**src/rtl/dp_slice_pkg.sv**
```systemverilog
package dp_slice_pkg;

   localparam int DATA_W   = 32;

   // M memory, the small scratchpad
   localparam int M_ADDR_W = 5;
   localparam int M_DEPTH  = 32;

   // A memory
   localparam int A_ADDR_W = 8;
   localparam int A_DEPTH  = 256;

   localparam int ROT_W    = 5;
   localparam int WIDTH_W  = 4;
   localparam int OP_W     = 4;

   // alu operation codes, 8 to 15 give zero
   localparam logic [OP_W-1:0] OP_PASS_M = 4'd0;
   localparam logic [OP_W-1:0] OP_PASS_A = 4'd1;
   localparam logic [OP_W-1:0] OP_ADD    = 4'd2;   // m + a + carry_in
   localparam logic [OP_W-1:0] OP_SUB    = 4'd3;   // m + ~a + carry_in
   localparam logic [OP_W-1:0] OP_AND    = 4'd4;
   localparam logic [OP_W-1:0] OP_OR     = 4'd5;
   localparam logic [OP_W-1:0] OP_XOR    = 4'd6;
   localparam logic [OP_W-1:0] OP_NOT_M  = 4'd7;

   typedef struct packed {
      logic                kind;       // 0 for alu form
      logic                dest_is_a;
      logic [A_ADDR_W-1:0] dest_addr;  // low bits only for M
      logic [A_ADDR_W-1:0] a_src;
      logic [M_ADDR_W-1:0] m_src;
      logic [OP_W-1:0]     alu_op;
      logic                carry_in;
      logic [3:0]          unused;
   } alu_uinst_t;

   // byte form, field of width+1 bits after rotating M left
   typedef struct packed {
      logic                kind;       // 1 for byte form
      logic                dest_is_a;
      logic [A_ADDR_W-1:0] dest_addr;
      logic [A_ADDR_W-1:0] a_src;
      logic [M_ADDR_W-1:0] m_src;
      logic [ROT_W-1:0]    rotate;
      logic [WIDTH_W-1:0]  width;
   } byte_uinst_t;

   typedef union packed {
      alu_uinst_t  alu;
      byte_uinst_t byt;
   } uinst_t;

endpackage
```
**src/rtl/dest_pipe.sv**
```systemverilog
`timescale 1ns/100ps

module dest_pipe
   import dp_slice_pkg::*;
(
   input  logic                clk_a,
   input  logic                reset,
   input  logic                uinst_valid,
   input  uinst_t              uinst,
   input  logic [DATA_W-1:0]   result,
   input  logic                result_valid,
   input  logic                host_wr,
   input  logic [A_ADDR_W-1:0] host_addr,
   input  logic [DATA_W-1:0]   host_data,
   input  logic                spy_rd,
   input  logic [M_ADDR_W-1:0] spy_addr,
   output logic [M_ADDR_W-1:0] m_addr_b,
   output logic [DATA_W-1:0]   m_data_b,
   output logic                m_wren_b,
   output logic                m_rden_b,
   output logic [A_ADDR_W-1:0] a_addr_b,
   output logic [DATA_W-1:0]   a_data_b,
   output logic                a_wren_b,
   output logic                spy_valid
);

   logic                d1_is_a;
   logic [A_ADDR_W-1:0] d1_addr;
   logic                d2_is_a;   // lines up with result
   logic [A_ADDR_W-1:0] d2_addr;
   logic                m_wb;
   logic                a_wb;

   always_ff @(posedge clk_a)
   begin
      if (reset)
      begin
         d1_is_a <= 1'b0;
         d1_addr <= '0;
         d2_is_a <= 1'b0;
         d2_addr <= '0;
      end
      else
      begin
         if (uinst_valid)
         begin
            d1_is_a <= uinst.alu.dest_is_a;
            d1_addr <= uinst.alu.dest_addr;
         end
         d2_is_a <= d1_is_a;
         d2_addr <= d1_addr;
      end
   end

   // writeback due at the coming edge
   assign m_wb = result_valid & ~d2_is_a;
   assign a_wb = result_valid & d2_is_a;

   // M port b, writeback or spy read
   assign m_addr_b = m_wb ? d2_addr[M_ADDR_W-1:0] : spy_addr;
   assign m_data_b = result;
   assign m_wren_b = m_wb;
   assign m_rden_b = spy_rd & ~m_wb;   // spy dropped under writeback

   // A port b, writeback or host load
   assign a_addr_b = a_wb ? d2_addr : host_addr;
   assign a_data_b = a_wb ? result : host_data;
   assign a_wren_b = a_wb | host_wr;

   always_ff @(posedge clk_a)
   begin
      if (reset)
      begin
         spy_valid <= 1'b0;
      end
      else
      begin
         spy_valid <= m_rden_b;   // q_b loads at the same edge
      end
   end

endmodule

```
**config.mk**
```make
export PLATFORM = sky130hd
export DESIGN_NAME = dest_pipe
export DESIGN_NICKNAME = d
export VERILOG_FILES = /design/src/rtl/dp_slice_pkg.sv /design/src/rtl/dest_pipe.sv
export SDC_FILE = /design/constraint.sdc
export NUM_CORES = 1
export LEC_CHECK = 0
export BUFFER_PORTS_ARGS = -buffer_cell sky130_fd_sc_hd__buf_2
export CAP_MARGIN = 40
export CORE_AREA = 2 2 76 78
export DETAILED_ROUTE_END_ITERATION = 8
export DIE_AREA = 0 0 78 80
export PLACE_DENSITY = 0.73
export SLEW_MARGIN = 20
export SYNTH_ARGS = -nofsm -noshare
export SYNTH_HDL_FRONTEND = slang
export SYNTH_SLANG_ARGS = --single-unit
```
**constraint.sdc**
```tcl
create_clock -name clk_a -period 2.1 [get_ports clk_a]
set_clock_uncertainty 0.2 [all_clocks]
set_input_delay 0.21 -clock clk_a [delete_from_list [all_inputs] [get_ports clk_a]]
set_output_delay 0.21 -clock clk_a [all_outputs]
set_load 0.005 [all_outputs]
```
After elaboration in Yosys (flattened, before gate mapping)

Index checks and enable logic that the tools add are counted.

$add $sub $neg: 0
Multiply operators: 0
Div/mod/pow operators: 0
Magnitude comparators: 0
Equal/unequal tests: 0
Shifts and indexed selects: 0
Mux-type cells: 3
Bitwise logic cells: 6
Reductions and logical operators: 0

Operators by type and width:

| kind        | number |
|---|---|
| $mux 32     | 1 |
| $mux 8      | 1 |
| $mux 5      | 1 |
| $and 1x1->1 | 3 |
| $not 1->1   | 2 |
| $or 1x1->1  | 1 |

Register bits: 19
Bits in latches: 0
Bits in writable memories: 0
ROM bits: 0
Output and inout port bits: 81
Word-level logic and storage cells: 14
Memories kept: 0

Longest topological paths before layout

Depth after elaboration: 4
Depth in mapped cells: 4
Mapped depth without buffers: 3

Worst setup path before layout

No wires, ideal clock.

Path type: register to output
From: register d2_is_a
To: output a_addr_b[0]
Arrival: 0.903 ns
Data required time: 1.690 ns
Slack: 0.787 ns
Cell stages (with the launch flop): 4
Cells stage by stage: dfxtp_1 -> nand2_2 -> buf_6 -> mux2_4

Longest elaborated chain between the ends: 2

RTL lines:

| element                | RTL line        | source |
|---|---|---|
| from (decl)            | dest_pipe.sv:29 | `logic d2_is_a;` |
| from (signal assigned) | dest_pipe.sv:50 | `d2_is_a <= d1_is_a;` |
| $and 1x1->1            | dest_pipe.sv:57 | `assign a_wb = result_valid & d2_is_a;` |
| $mux 8                 | dest_pipe.sv:66 | `assign a_addr_b = a_wb ? d2_addr : host_addr;` |
| to (decl)              | dest_pipe.sv:21 | `output logic [A_ADDR_W-1:0] a_addr_b,` |

Every way passes these cells.

Final worst setup path

From: register d2_is_a
To: output a_data_b[30]

Longest elaborated chain between the ends: 2

RTL lines:

| element     | RTL line        | source |
|---|---|---|
| $and 1x1->1 | dest_pipe.sv:57 |  |
| $mux 32     | dest_pipe.sv:67 | `assign a_data_b = a_wb ? result : host_data;` |
| to (decl)   | dest_pipe.sv:22 | `output logic [DATA_W-1:0] a_data_b,` |

Every way passes these cells.

==> impl_results.md <==
* Outcome: finished with violations
* Failing checks: negative hold slack
* Clock Tree Buf Depth at 2
* Total Power at 966 uW
* Initial antenna violation count at 0
* Worst reg2reg startpoint: d2_is_a$_SDFF_PP0_
* Largest net degree at the start of global routing at 42
* RR Endpoint: spy_valid$_SDFF_PP0_
* Crit. End Element: output pin
* Global placement routability congestion at 0.688
* Vias in the first global route at 1,320
* Share of cells above drive strength 1 at 79.6%
* Max_slew headroom at 77.0%
* Post-Synth XOR/XNOR Area at 0%
* CTS buffer count at 3
* R2R Setup Slk at 910 ps
* Root Buffer: clkbuf_8
* Final hold violations at 1
* Most frequent cells in the layout: buf_2, mux2_4, dfxtp_1
* Synthesis-stage register bit count at 19
* Tmin final at 1850 ps
* Max VDD drop at 464 uV
* Pwr dens at 415 mW/mm2
* Largest family of logic cells by synthesized area: multiplexers
* Remaining DRCs at 0
* Hold Slack at -0.115 ps
* WP data required at 1690 ps
* Global-route wire length before repair at 5950 um
* Post-synthesis mux area share at 47.8%
* Worst Setup EP: a_data_b[30]
* Grt ovf at 0
* Worst Hold Class: in -> reg
* FF+latch area at 380 um2
* Kind of critical path: reg -> out
* Post-Place Setup Slack at 501 ps
* Fin util at 43.1%
* Core footprint at 0.00541 mm2
* Post-route ant nets at 0
* Fin cells at 352
* Post-Synth Simple-Gate Area at 7.89%
* Yosys warning count at 0
* Crit path launch type: flop
* Vias per cell at 4.12
* PortBufs at 172
* Syn-to-layout area delta at 49.8%
* Post-synthesis adder-cell area fraction at 0%
* Synth Area in Compound Gates at 0%
* Area occupied by multi-input gates at 866 um2
* Syn_nets at 252
* # diodes at 0
* Fin worst setup slack at 246 ps
* Final Max Tran Viols at 0
* Worst-path clk slew at 70 ps
* Vias at 1,449
* DRT Wirelength at 4190 um
* Starting Density at 28.7%
* All-Layer GR Usage at 11.9%
* Post-placement cell count at 342
* Mapped Avg Cell Area at 11.3 um2
* Die ar. at 0.00624 mm2
* Cell count after synthesis at 137
* Initial drt markers at 21
* Drt wl/cell at 11.9 um
* Max_cap viols at 0
* Site Rows at 27
* Commonest non-fill, non-tap cell in the layout: buf_2
* Worst Path Arrival at 1440 ps
* Crit path max fanout at 41
* Sequential cell area fraction in the yosys report at 24.5%
* Post-CTS sizing at 0
* Worst Setup SP: d2_is_a$_SDFF_PP0_
* Die Ht at 80 um
* Fill cell count at 550
* Setup TNS at 0 ps
* Achievable Freq at 0.539 GHz
* Final setup fails at 0
* Depth of the worst hold-timing path at 3
* Post-CTS Setup Inserts at 0
* CTS tree: done
* H-tree level count at 1
* Static Leakage at 0.00141 uW
* Synth Cell Area at 0.00155 mm2
* Chip width at 78 um
* Yosys cell types at 15
* Io pins at 196
* DRT Pass-1 Iters at 4
* Nets@finish at 396
* Worst-Margin Slew at 346 ps
* DP HPWL at 3630 um
* Sink Count at 19
* Final period util at 88.3%
* Clk Latency, worst-skew pair at 250 ps
* Length in cells of the worst reg-to-reg path at 3
* RSZ-0062 raised after global routing: no
per-layer routing:
layer,GRT usage [%],share of wire (%)
met2,25.3,55
met1,11.0,35
met3,2.26,8.5
met4,4.21,1.5
met5,0,0
final cells by class:
class,instances,area share (%)
repair buffers,179,40.4
multi-input cells,77,37.2
flip-flops and latches,19,16.3
well taps,72,3.87
clock buffers,3,1.77
clock inverters,1,0.215
inverters,1,0.161
where the power goes:
group | switching, uW | total (uW) | internal, uW
clock network | 112 | 243 | 132
registers | 8.31 | 386 | 378
logic | 119 | 336 | 217
worst min path at each step:
| stage | slack, ps | end | from |
|---|---|---|---|
| 3_3_place_gp | 250 | d1_addr[1]$_SDFFE_PP0P_ | uinst[23] |
| 2_1_floorplan | 160 | d1_addr[0]$_SDFFE_PP0P_ | uinst[22] |
| 5_1_grt | 20 | d1_addr[4]$_SDFFE_PP0P_ | uinst[26] |
| 6_report | -0.1 | d1_addr[4]$_SDFFE_PP0P_ | uinst[26] |
| 3_5_place_dp | 250 | d1_addr[6]$_SDFFE_PP0P_ | uinst[28] |
| 4_1_cts | 0.4 | d1_addr[4]$_SDFFE_PP0P_ | uinst[26] |
Yosys cell counts:
master | count | area [um2]
inv_1 | 1 | 3.75
buf_4 | 32 | 240
nand2b_1 | 2 | 12.5
clkbuf_1 | 1 | 3.75
dfxtp_1 | 19 | 380
nor2b_1 | 9 | 56.3
mux2i_1 | 9 | 90.1
mux2_2 | 6 | 67.6
mux2_4 | 39 | 586
buf_6 | 4 | 45.0
nor2_1 | 9 | 33.8
nand2_2 | 1 | 6.26
nor3b_1 | 1 | 7.51
buf_2 | 3 | 15.0
and2_1 | 1 | 6.26
repair_timing:
item                                    in CTS  in global routing
endpoints found under the setup margin       0                  0
endpoints found under the hold margin        6                  0
hold buffers                                 6                  0
state kept, by name, indices dropped and copies added, names as in the netlist:
name,cells
spy_valid,1
d2_is_a,1
d2_addr,8
d1_addr,8
d1_is_a,1
worst max-delay path, stage by stage, from the launching register on:
cell and delay (ps):
dfxtp_1 310, nand2_2 80, buf_12 280, mux2_2 370, buf_2 130
kinds of logic after synthesis:
logic type	after synthesis
AND/OR/NAND/NOR	23
multiplexers	54
buffers and inverters	41
flip-flops	19
through the flow:
| step | area [um2] | hold WS, ps |
|---|---|---|
| after floorplan | 1550 | 157 |
| after global placement | 2220 | 245 |
| after detailed placement | 2220 | 253 |
| after CTS | 2330 | 0.420 |
| after global routing | 2330 | 16.8 |
| final | 2330 | -0.115 |
Note: power is estimated with default switching activity, not from simulation.
