--- src/rtl/dp_slice_pkg.sv ---
package dp_slice_pkg;

   localparam int DATA_W   = 32;

   // M memory, the small scratchpad
   localparam int M_ADDR_W = 5;
   localparam int M_DEPTH  = 32;

   // A memory
   localparam int A_ADDR_W = 8;
   localparam int A_DEPTH  = 256;

   localparam int ROT_W    = 5;
   localparam int WIDTH_W  = 4;
   localparam int OP_W     = 4;

   // alu operation codes, 8 to 15 give zero
   localparam logic [OP_W-1:0] OP_PASS_M = 4'd0;
   localparam logic [OP_W-1:0] OP_PASS_A = 4'd1;
   localparam logic [OP_W-1:0] OP_ADD    = 4'd2;   // m + a + carry_in
   localparam logic [OP_W-1:0] OP_SUB    = 4'd3;   // m + ~a + carry_in
   localparam logic [OP_W-1:0] OP_AND    = 4'd4;
   localparam logic [OP_W-1:0] OP_OR     = 4'd5;
   localparam logic [OP_W-1:0] OP_XOR    = 4'd6;
   localparam logic [OP_W-1:0] OP_NOT_M  = 4'd7;

   typedef struct packed {
      logic                kind;       // 0 for alu form
      logic                dest_is_a;
      logic [A_ADDR_W-1:0] dest_addr;  // low bits only for M
      logic [A_ADDR_W-1:0] a_src;
      logic [M_ADDR_W-1:0] m_src;
      logic [OP_W-1:0]     alu_op;
      logic                carry_in;
      logic [3:0]          unused;
   } alu_uinst_t;

   // byte form, field of width+1 bits after rotating M left
   typedef struct packed {
      logic                kind;       // 1 for byte form
      logic                dest_is_a;
      logic [A_ADDR_W-1:0] dest_addr;
      logic [A_ADDR_W-1:0] a_src;
      logic [M_ADDR_W-1:0] m_src;
      logic [ROT_W-1:0]    rotate;
      logic [WIDTH_W-1:0]  width;
   } byte_uinst_t;

   typedef union packed {
      alu_uinst_t  alu;
      byte_uinst_t byt;
   } uinst_t;

endpackage
--- src/rtl/part_32x32dpram.sv ---
`timescale 1ns/100ps

module part_32x32dpram
   import dp_slice_pkg::*;
(
   input  logic                reset,
   input  logic                clk_a,
   input  logic [M_ADDR_W-1:0] address_a,
   input  logic [DATA_W-1:0]   data_a,
   input  logic                wren_a,
   input  logic                rden_a,
   input  logic [M_ADDR_W-1:0] address_b,
   input  logic [DATA_W-1:0]   data_b,
   input  logic                wren_b,
   input  logic                rden_b,
   output logic [DATA_W-1:0]   q_a,
   output logic [DATA_W-1:0]   q_b
);

   logic [DATA_W-1:0] ram [0:M_DEPTH-1];

   initial
   begin
      for (int i = 0; i < M_DEPTH; i++)
      begin
         ram[i] = '0;   // unwritten words read as zero
      end
   end

   always_ff @(posedge clk_a)
   begin
      if (wren_a)
      begin
         ram[address_a] <= data_a;   // port a wins a collision
      end
      else if (wren_b)
      begin
         ram[address_b] <= data_b;
      end
   end

   always_ff @(posedge clk_a)
   begin
      if (reset)
      begin
         q_a <= '0;
      end
      else if (rden_a)
      begin
         q_a <= ram[address_a];   // old data during a write
      end
   end

   always_ff @(posedge clk_a)
   begin
      if (reset)
      begin
         q_b <= '0;
      end
      else if (rden_b)
      begin
         q_b <= ram[address_b];
      end
   end

endmodule

--- config.mk ---
export PLATFORM = sky130hd
export DESIGN_NAME = part_32x32dpram
export DESIGN_NICKNAME = d
export VERILOG_FILES = /design/src/rtl/dp_slice_pkg.sv /design/src/rtl/part_32x32dpram.sv
export SDC_FILE = /design/constraint.sdc
export NUM_CORES = 1
export LEC_CHECK = 0
export BUFFER_PORTS_ARGS = -buffer_cell sky130_fd_sc_hd__buf_2
export CELL_PAD_IN_SITES_DETAIL_PLACEMENT = 0
export CELL_PAD_IN_SITES_GLOBAL_PLACEMENT = 1
export CORE_MARGIN = 3
export CORE_UTILIZATION = 26
export DETAILED_ROUTE_END_ITERATION = 10
export MAX_ROUTING_LAYER = met4
export PLACE_DENSITY = 0.56
export RECOVER_POWER = 100
export SLEW_MARGIN = 0
export SYNTH_ARGS = -nofsm -noshare
export SYNTH_HDL_FRONTEND = slang
export SYNTH_SLANG_ARGS = --single-unit
--- constraint.sdc ---
create_clock -name clk_a -period 4.25 [get_ports clk_a]
set_input_delay 0.2125 -clock clk_a [delete_from_list [all_inputs] [get_ports clk_a]]
set_output_delay 0.2125 -clock clk_a [all_outputs]
set_load 0.01 [all_outputs]
Yosys cells after proc, flatten, opt, wreduce, memory -nomap -nowiden
Memory sizes are Yosys's and may differ from the RTL's. A register that Yosys moved wholly into a read port is not among the register bits.
Index checks and enable logic that the tools add are counted.

word-level totals
  bits in registers = 0
  memory bits (writable) = 1,024
  input port bits = 80
  output and inout bits = 64
  logic and storage cells = 10
  memories kept = 1

operators by class
  multiplexer cells = 8
  reductions and logical operators = 1

memories
  memory  words  width  rd ports  clocked after Yosys merged registers in  wr ports  line                   source
  ram     32     32     2         2                                        1         part_32x32dpram.sv:20  logic [DATA_W-1:0] ram [0:M_DEPTH-1];

operators with widths
  kind              count
  $mux 32           1
  $reduce_or 32->1  1
  $mux 1            6
  $mux 5            1

Depth between registers and ports, before layout
Gate-level depths: netlist of run 1.

  word-level depth = 5
  depth in mapped cells = 9
  depth with buffers taken out = 5

Worst setup path before layout of run 1
Ideal clock, no wire load.

  path type = in2reg
  from = input port wren_b
  to = memory ram[20][0], enable pin
  data arrival time = 2.770 ns
  path slack = 1.059 ns
  stages on the path = 5
  buffers on the path = 1
  cells stage by stage = nor2b_1 clkbuf_1 mux2_2 or3_1 nor2_1

between the ends
  longest elaborated chain between the ends = 5
  elaborated cells between the ends (all ways) = 6
  classes of those cells = mux: 5; reduce/logical: 1

RTL lines
  what                                               line                   source
  start: declaration                                 part_32x32dpram.sv:14  input logic wren_b,
  $mux 1 *                                           part_32x32dpram.sv:36  else if (wren_b)
  $mux 1 *                                           part_32x32dpram.sv:32  if (wren_a)
  $mux 1 (not written as such) *                     part_32x32dpram.sv:38  ram[address_b] <= data_b;
  $reduce_or 32->1 (no source line)                  --
  $mux 5 (no source line) or $mux 1 (tied branches)  --
  end: declaration                                   part_32x32dpram.sv:20

Every way passes the cells marked *; elsewhere a longest branch is shown, timed or not.

Worst setup path in the final report of run 1
  from = input port wren_b
  to = memory ram[31][11], enable pin

Same word-level chain as after synthesis.

==> impl_metrics.prom, run 1 <==
# TYPE chip_impl_metric gauge
chip_impl_metric{name="finished_layout_cell_area",unit="um2"} 58700
chip_impl_metric{name="vias_in_the_first_global_route",unit=""} 33151
chip_impl_metric{name="overflow_left_after_global_routing",unit=""} 0
chip_impl_metric{name="cp.arrival",unit="ps"} 3780
chip_impl_metric{name="io_buffer_count",unit=""} 143
chip_impl_metric{name="detail_route.drc_violations",unit=""} 0
chip_impl_metric{name="syn_inst",unit=""} 3457
chip_impl_metric{name="power-per-cell-area",unit="nW/um2"} 429.6
chip_impl_metric{name="drt_iter0_markers",unit=""} 2784
chip_impl_metric{name="layout_setup_ws",unit="ps"} 818.2
chip_impl_metric{name="total_leakage_power",unit="nW"} 20.79
chip_impl_metric{name="post_synth_instance_area",unit="um2"} 50880
chip_impl_metric{name="worstPathMaxFanout",unit=""} 17
chip_impl_info{name="sink_of_the_worst_hold_path",value="q_b[17]"} 1
chip_impl_metric{name="grt_max_degree",unit=""} 117
chip_impl_metric{name="clockBufferDepth",unit=""} 3
chip_impl_metric{name="die-area",unit="um2"} 201000
chip_impl_metric{name="floorplan.rows",unit=""} 161
chip_impl_metric{name="synth.yosys.seq_area_share",unit="%"} 62.95
chip_impl_info{name="synth.largest_area_cell",value="sky130_fd_sc_hd__edfxtp_1"} 1
chip_impl_info{name="crit-reg2reg-launch",value="ram[13][20]"} 1
chip_impl_metric{name="worstMarginPinSlew",unit="ps"} 1955
chip_impl_metric{name="post_drt_wl_per_cell",unit="um"} 28.50
chip_impl_metric{name="post-dp-hpwl",unit="mm"} 99.37
chip_impl_metric{name="synth_seq_cells",unit=""} 1088
chip_impl_metric{name="vert_die_dim",unit="um"} 448.4
chip_impl_info{name="critical_path_class",value="in2reg"} 1
chip_impl_info{name="worstHoldPathType",value="in2reg"} 1
chip_impl_metric{name="avgViaCountPerCell",unit=""} 5.180
chip_impl_metric{name="synth.distinct_cells",unit=""} 28
chip_impl_metric{name="synthesis.nets",unit=""} 3537
chip_impl_metric{name="fmaxAchievable",unit="MHz"} 291.4
chip_impl_metric{name="clk_latency",unit="ps"} 750
chip_impl_metric{name="drive_above_1_share",unit="%"} 10.82
chip_impl_info{name="rsz_0062_raised_after_global_routing",value="no"} 1
chip_impl_metric{name="timing.reg2reg.worst_path_depth",unit=""} 5
chip_impl_metric{name="die_width",unit="um"} 448.4
chip_impl_metric{name="max_cap_viol_count",unit=""} 15
chip_impl_info{name="min_from",value="reset"} 1
chip_impl_info{name="setup.worst_path.end_class",value="register"} 1
chip_impl_metric{name="postPlaceCellArea",unit="um2"} 55060
chip_impl_metric{name="place_ws",unit="ps"} 805.1
chip_impl_metric{name="number_of_i_o_pins",unit=""} 144
chip_impl_metric{name="gp_congestion",unit=""} 0.7602
chip_impl_metric{name="cts_setup_buffers",unit=""} 0
chip_impl_metric{name="yosysWarnings",unit=""} 0
chip_impl_metric{name="timing.max_slew.rel_slack",unit="%"} -30.31
chip_impl_metric{name="hold_depth",unit=""} 2
chip_impl_metric{name="slew_violations",unit=""} 351
chip_impl_metric{name="worst_setup_hold_path_clk_slew",unit="ps"} 60
chip_impl_metric{name="finalSetupViolCount",unit=""} 0
chip_impl_metric{name="synth.top_cell.area_share",unit="%"} 60.43
chip_impl_metric{name="area_delta_synth_final",unit="%"} 15.35
chip_impl_info{name="cts_tree",value="yes"} 1
chip_impl_metric{name="num-nets-final",unit=""} 3641
chip_impl_metric{name="timing.setup.tns",unit="ps"} 0
chip_impl_metric{name="floorplan.initialDensity",unit="%"} 26.28
chip_impl_metric{name="fp.coreArea",unit="um2"} 193600
chip_impl_metric{name="grt_first_pass_wirelength",unit="mm"} 248.5
chip_impl_metric{name="clock_sink_count",unit=""} 1088
chip_impl_metric{name="final_layout_worst_hold_slack",unit="ps"} 122.1
chip_impl_info{name="status",value="finished, violations left"} 1
chip_impl_info{name="violations",value="max-capacitance violations, max-slew violations"} 1
chip_impl_metric{name="drt_pass_1_iters",unit=""} 5
chip_impl_metric{name="avg_cell_area_syn",unit="um2"} 14.72
chip_impl_info{name="timing.critical_path.from_type",value="input port"} 1
chip_impl_metric{name="hold_viol_final",unit=""} 0
chip_impl_metric{name="gr_util_all_layers",unit="%"} 17.78
chip_impl_info{name="synth_area_leaders",value="sky130_fd_sc_hd__edfxtp_1 (60%), sky130_fd_sc_hd__mux2i_1 (20%), sky130_fd_sc_hd__a22oi_1 (7.6%)"} 1
chip_impl_metric{name="postRouteAntennaNets",unit=""} 0
chip_impl_metric{name="vdd_drop_max",unit="uV"} 316.9
chip_impl_metric{name="reg2reg_slack",unit="ps"} 2290
chip_impl_metric{name="via_count",unit=""} 32498
chip_impl_info{name="rr_endpoint",value="q_b[20]"} 1
chip_impl_metric{name="postRouteWirelength",unit="mm"} 178.8
chip_impl_metric{name="fin_worst_skew",unit="ps"} 25.73
chip_impl_metric{name="post-route-min-period",unit="ps"} 3432
chip_impl_metric{name="htreeDepth",unit=""} 3
chip_impl_metric{name="number_of_cts_inserted_buffers",unit=""} 118
chip_impl_info{name="clockRootBuffer",value="sky130_fd_sc_hd__clkbuf_16"} 1
chip_impl_metric{name="grt_antenna_before_repair",unit=""} 10
chip_impl_metric{name="layout_worst_path_cycle_share",unit="%"} 80.75
chip_impl_metric{name="final.fill_count",unit=""} 19304
chip_impl_metric{name="worst-endpoint-required",unit="ps"} 4600
chip_impl_metric{name="final_core_util",unit="%"} 30.32
[routing by layer]
metal  part of all wire [%]  track usage, %  vias to the layer above  routed length, um
li1                       -               -                    14180                  -
met4                    2.8           5.029                        0               4976
met5                      0               -                        -                  0
met1                     44           22.97                    17088              78360
met2                     49           29.30                      962              87160
met3                    4.6           2.253                      268               8307
[logic make-up (layout without fill, tap and decap cells)]
family                 Yosys count  after routing  synth area share [%]
DFF                           1088           1088                 62.95
muxes                         1060           1060                 20.93
AOI/OAI and AO/OA              836            836                 11.07
buffers and inverters          279            483                 3.037
and+or+nand+nor                194            194                 2.009
other                            0              5                     0
[placed cells by master (no fill, tap or decap), drive strengths merged]
cell         count
mux2i         1027
edfxtp        1024
a22oi          513
a21oi          256
clkbuf         256
buf            152
nor2           102
or4             64
a211oi          64
dfxtp           64
clkinv          53
mux2            33
bufinv          16
nor2b            8
nand2            6
diode            5
nand2b           4
inv              3
a31oi            2
or3              2
nand3            2
or2              2
dlygate4sd3      2
and2             2
and3             1
nor3b            1
a32oi            1
clkinvlp         1
[what timing repair did]
item | in CTS | in global routing
resized for setup | 0 | 0
hold endpoints to repair | 19 | 0
endpoints found under the setup margin | 0 | 0
hold buffers | 2 | 0
[critical path: stages]
cell,delay (ps)
sky130_fd_sc_hd__clkbuf_1,310
sky130_fd_sc_hd__nor2b_1,520
sky130_fd_sc_hd__mux2i_1,310
sky130_fd_sc_hd__or3_1,600
sky130_fd_sc_hd__nor2_4,920
sky130_fd_sc_hd__clkbuf_2,880
[layout make-up]
cell class,count,area [um2],share of cell area (%)
timing repair buffer,262,1848,3.148
inverter,1,3.754,0.006395
antenna,5,12.51,0.02132
clock buffer,148,3191,5.436
multi-input combinational,2090,17580,29.96
sequential,1088,32030,54.57
clock inverter,72,763.2,1.300
tap,2608,3263,5.559
[cells in the mapped netlist, drive strengths merged]
cell	count
dfxtp	64
a32oi	1
a211oi	64
nand3	2
and3	1
a22oi	513
inv	1
and2	2
buf	133
mux2	33
or4	64
a31oi	2
nor2b	8
nand2	6
or3	2
edfxtp	1024
or2	2
a21oi	256
nor2	102
nand2b	4
clkbuf	145
nor3b	1
mux2i	1027
[worst max-delay path by stage]
stage	startpoint	endpoint	slack, ps	cells past startpoint
6_report	wren_b	ram[31][11]	820	6
5_1_grt	wren_b	ram[31][11]	720	6
4_1_cts	wren_b	ram[22][18]	1600	7
3_5_place_dp	wren_b	ram[22][17]	810	7
3_3_place_gp	wren_b	ram[31][8]	860	6
2_1_floorplan	wren_b	ram[20][0]	1060	5
[flip-flops by register name (all words and copies together) (netlist names)]
name	flops
q_b	32
ram	1024
q_a	32
[power by group]
group | switching (W) | internal, W | total (W) | leakage, nW
combinational | 0.00159 | 0.000763 | 0.00236 | 9.07
sequential | 0.000134 | 0.0121 | 0.0122 | 9.77
clock | 0.00437 | 0.00625 | 0.0106 | 1.95
total | 0.00610 | 0.0191 | 0.0252 | 20.8
[metrics by stage]
step           instances  power [W]
2_1_floorplan       3457    0.01387
3_3_place_gp        6047    0.01485
3_5_place_dp        6047    0.01487
4_1_cts             6269    0.02548
5_1_grt             6273    0.02603
6_report            6274    0.02521
Power figures use the tool's default switching activity.
==> run 2: changes to the inputs <==
==> constraint.sdc (replaced) <==
create_clock -name clk_a -period 3.2 [get_ports clk_a]
set_input_delay 0.16 -clock clk_a [delete_from_list [all_inputs] [get_ports clk_a]]
set_output_delay 0.16 -clock clk_a [all_outputs]
set_load 0.01 [all_outputs]
==> run 2 against run 1 <==
- the flow still finishes with violations (max-capacitance violations, max-slew violations)
- critical path depth unchanged
- utilization increased by 0.25 points
- worst setup slack worse by 250 ps
- sequential power rose by 34%
- clock skew increased by 5.3 ps
==> impl_metrics.prom, run 2 (synthesis results as in run 1) <==
# TYPE chip_impl_metric gauge
chip_impl_metric{name="clk_latency",unit="ps"} 750
chip_impl_metric{name="multi_input_area",unit="um2"} 17560
chip_impl_info{name="final_common_cell",value="sky130_fd_sc_hd__mux2i_1"} 1
chip_impl_metric{name="drive_above_1_share",unit="%"} 11.91
chip_impl_info{name="status",value="finished, violations left"} 1
chip_impl_metric{name="fp.coreArea",unit="um2"} 193600
chip_impl_metric{name="post_drt_wl_per_cell",unit="um"} 29.27
chip_impl_metric{name="fin_worst_skew",unit="ps"} 31.07
chip_impl_metric{name="post-dp-hpwl",unit="mm"} 107.4
chip_impl_metric{name="grt_antenna_before_repair",unit=""} 8
chip_impl_metric{name="cp.arrival",unit="ps"} 2950
chip_impl_metric{name="final.fill_count",unit=""} 19205
chip_impl_info{name="critical_path.cell_chain",value="buf_2, nor2b_4, mux2_1, or3_1, nor2_4, clkbuf_1"} 1
chip_impl_metric{name="power-per-cell-area",unit="nW/um2"} 564.1
chip_impl_metric{name="number_of_i_o_pins",unit=""} 144
chip_impl_metric{name="io_buffer_count",unit=""} 143
chip_impl_metric{name="hold_viol_final",unit=""} 0
chip_impl_metric{name="vias_in_the_first_global_route",unit=""} 33138
chip_impl_metric{name="vert_die_dim",unit="um"} 448.4
chip_impl_metric{name="slew_violations",unit=""} 121
chip_impl_metric{name="number_of_cts_inserted_buffers",unit=""} 118
chip_impl_info{name="setup.worst_path.end_class",value="register"} 1
chip_impl_metric{name="post-route-min-period",unit="ps"} 2631
chip_impl_info{name="worstSetupStartpoint",value="wren_b"} 1
chip_impl_metric{name="timing.critical_path.buf_inv",unit=""} 2
chip_impl_metric{name="place_ws",unit="ps"} 435.5
chip_impl_metric{name="worst-endpoint-required",unit="ps"} 3520
chip_impl_metric{name="floorplan.initialDensity",unit="%"} 26.28
chip_impl_metric{name="gr_util_all_layers",unit="%"} 18.50
chip_impl_metric{name="avgViaCountPerCell",unit=""} 5.218
chip_impl_metric{name="max_cap_viol_count",unit=""} 6
chip_impl_metric{name="fmaxAchievable",unit="MHz"} 380.0
chip_impl_metric{name="htreeDepth",unit=""} 3
chip_impl_metric{name="grt_max_degree",unit=""} 86
chip_impl_info{name="worstHoldPathType",value="in2reg"} 1
chip_impl_metric{name="power.switching_fraction",unit="%"} 24.56
chip_impl_metric{name="area_delta_synth_final",unit="%"} 16.29
chip_impl_metric{name="num-nets-final",unit=""} 3699
chip_impl_metric{name="floorplan.rows",unit=""} 161
chip_impl_metric{name="cts_setup_buffers",unit=""} 0
chip_impl_metric{name="die-area",unit="um2"} 201000
chip_impl_info{name="path_delay_family",value="buffers and inverters"} 1
chip_impl_metric{name="clock_sink_count",unit=""} 1088
chip_impl_metric{name="gp_congestion",unit=""} 0.7819
chip_impl_metric{name="finalSetupViolCount",unit=""} 0
chip_impl_metric{name="power.sequential.fraction",unit="%"} 48.8
chip_impl_info{name="rsz_0062_raised_after_global_routing",value="no"} 1
chip_impl_metric{name="worstPathMaxFanout",unit=""} 14
chip_impl_info{name="clockRootBuffer",value="sky130_fd_sc_hd__clkbuf_16"} 1
chip_impl_info{name="crit-reg2reg-launch",value="ram[9][28]"} 1
chip_impl_metric{name="layout_worst_path_cycle_share",unit="%"} 82.23
chip_impl_info{name="cts_tree",value="yes"} 1
chip_impl_metric{name="detail_route.drc_violations",unit=""} 0
chip_impl_metric{name="timing.max_slew.rel_slack",unit="%"} -31.70
chip_impl_info{name="critical_path_class",value="in2reg"} 1
chip_impl_metric{name="cell_internal_pwr",unit="W"} 0.02518
chip_impl_metric{name="total_leakage_power",unit="nW"} 21.06
chip_impl_metric{name="postRouteWirelength",unit="mm"} 185.3
chip_impl_metric{name="postRouteAntennaNets",unit=""} 0
chip_impl_metric{name="vdd_drop_max",unit="uV"} 437.5
chip_impl_info{name="violations",value="max-capacitance violations, max-slew violations"} 1
chip_impl_metric{name="switchingPower",unit="W"} 0.008197
chip_impl_metric{name="worst_setup_hold_path_clk_slew",unit="ps"} 60
chip_impl_metric{name="drt_pass_1_iters",unit=""} 6
chip_impl_metric{name="layout_setup_ws",unit="ps"} 568.8
chip_impl_info{name="min_from",value="rden_a"} 1
chip_impl_info{name="biggestRegsByFlops",value="ram x1024, q_a x32, q_b x32"} 1
chip_impl_metric{name="worstMarginPinSlew",unit="ps"} 1976
chip_impl_info{name="largest-register",value="ram"} 1
chip_impl_info{name="commonest_cells_after_routing_fill_and_taps_aside",value="sky130_fd_sc_hd__mux2i_1 (1027), sky130_fd_sc_hd__edfxtp_1 (1024), sky130_fd_sc_hd__a22oi_1 (513)"} 1
chip_impl_metric{name="power.share.clock",unit="%"} 41.6
chip_impl_metric{name="comb_power_share",unit="%"} 9.6
chip_impl_metric{name="timing.setup.tns",unit="ps"} 0
chip_impl_metric{name="clockBufferDepth",unit=""} 3
chip_impl_metric{name="critPathMaxStageDelay",unit="ps"} 1240
chip_impl_info{name="critical_path_cell_with_the_highest_stage_delay",value="sky130_fd_sc_hd__clkbuf_1"} 1
chip_impl_metric{name="die_width",unit="um"} 448.4
chip_impl_metric{name="largest_reg_flops",unit=""} 1024
chip_impl_metric{name="drt_iter0_markers",unit=""} 3031
chip_impl_info{name="timing.critical_path.from_type",value="input port"} 1
chip_impl_metric{name="via_count",unit=""} 33030
chip_impl_metric{name="grt_first_pass_wirelength",unit="mm"} 257.6
chip_impl_metric{name="overflow_left_after_global_routing",unit=""} 0
chip_impl_metric{name="seq_area",unit="um2"} 32030
[run 2: changes by cell type in the layout (fill, tap and decap cells not counted), moves of 6 or more]
| cell | before | now |
|---|---|---|
| sky130_fd_sc_hd__mux2_2 | 0 | 6 |
| sky130_fd_sc_hd__clkinv_2 | 29 | 15 |
| sky130_fd_sc_hd__clkbuf_2 | 22 | 31 |
| sky130_fd_sc_hd__clkbuf_8 | 4 | 11 |
| sky130_fd_sc_hd__buf_12 | 34 | 49 |
| sky130_fd_sc_hd__mux2_1 | 33 | 27 |
| sky130_fd_sc_hd__clkbuf_1 | 107 | 123 |
| sky130_fd_sc_hd__buf_4 | 44 | 72 |
[run 2: what timing repair did]
| action | 4_1_cts | 5_1_grt |
|---|---|---|
| hold buffers | 1 | 0 |
| gates resized for setup | 0 | 0 |
| endpoints found under the hold margin | 11 | 0 |
[run 2: final timing paths]
check	end	slack [ps]	cells after the start
max	ram[21][6]	570	6
min	q_a[12]	80	3
max reg2reg	q_b[28]	1280	5
min reg2reg	q_b[13]	480	2
[run 2: power groups by stage]
stage / registers [W] / logic (W) / clock network (W)
after floorplan: 0.0165 / 0.00190 / 0
after CTS: 0.0163 / 0.00330 / 0.0142
after detailed placement: 0.0166 / 0.00329 / 0
after global routing: 0.0163 / 0.00341 / 0.0148
after global placement: 0.0166 / 0.00328 / 0
final: 0.0163 / 0.00321 / 0.0139
[run 2: worst register-to-register path: cells and delay by family (launching register included)]
family | cells | cell delay (ps)
muxes | 1 | 80
and+or+nand+nor | 1 | 700
DFF | 1 | 350
AOI/OAI and AO/OA | 3 | 690
[run 2: area by class of cell]
class	count	area share, %
clock buffer	164	5.576
sequential	1088	54.13
inverter	1	0.006343
antenna	2	0.008458
tap	2608	5.514
multi-input combinational	2090	29.67
clock inverter	57	0.9874
timing repair buffer	320	4.104
[run 2: metrics by stage]
step | total power [W] | cell area (um2) | std cells | hold WS, ps | util [%]
6_report | 0.03338 | 59170 | 6330 | 78.88 | 30.57
5_1_grt | 0.03448 | 59170 | 6330 | 66.34 | 30.57
3_5_place_dp | 0.01985 | 55740 | 6106 | 475.9 | 28.80
4_1_cts | 0.03372 | 59640 | 6328 | 29.44 | 30.81
3_3_place_gp | 0.01984 | 55740 | 6106 | 475.6 | 28.80
2_1_floorplan | 0.01843 | 50880 | 3457 | 471.7 | -
[run 2: routing by layer]
metal	global-route usage (%)	share of wire (%)
met5	-	0
met4	4.939	3.0
met3	2.272	4.4
met2	30.59	49
met1	23.96	44
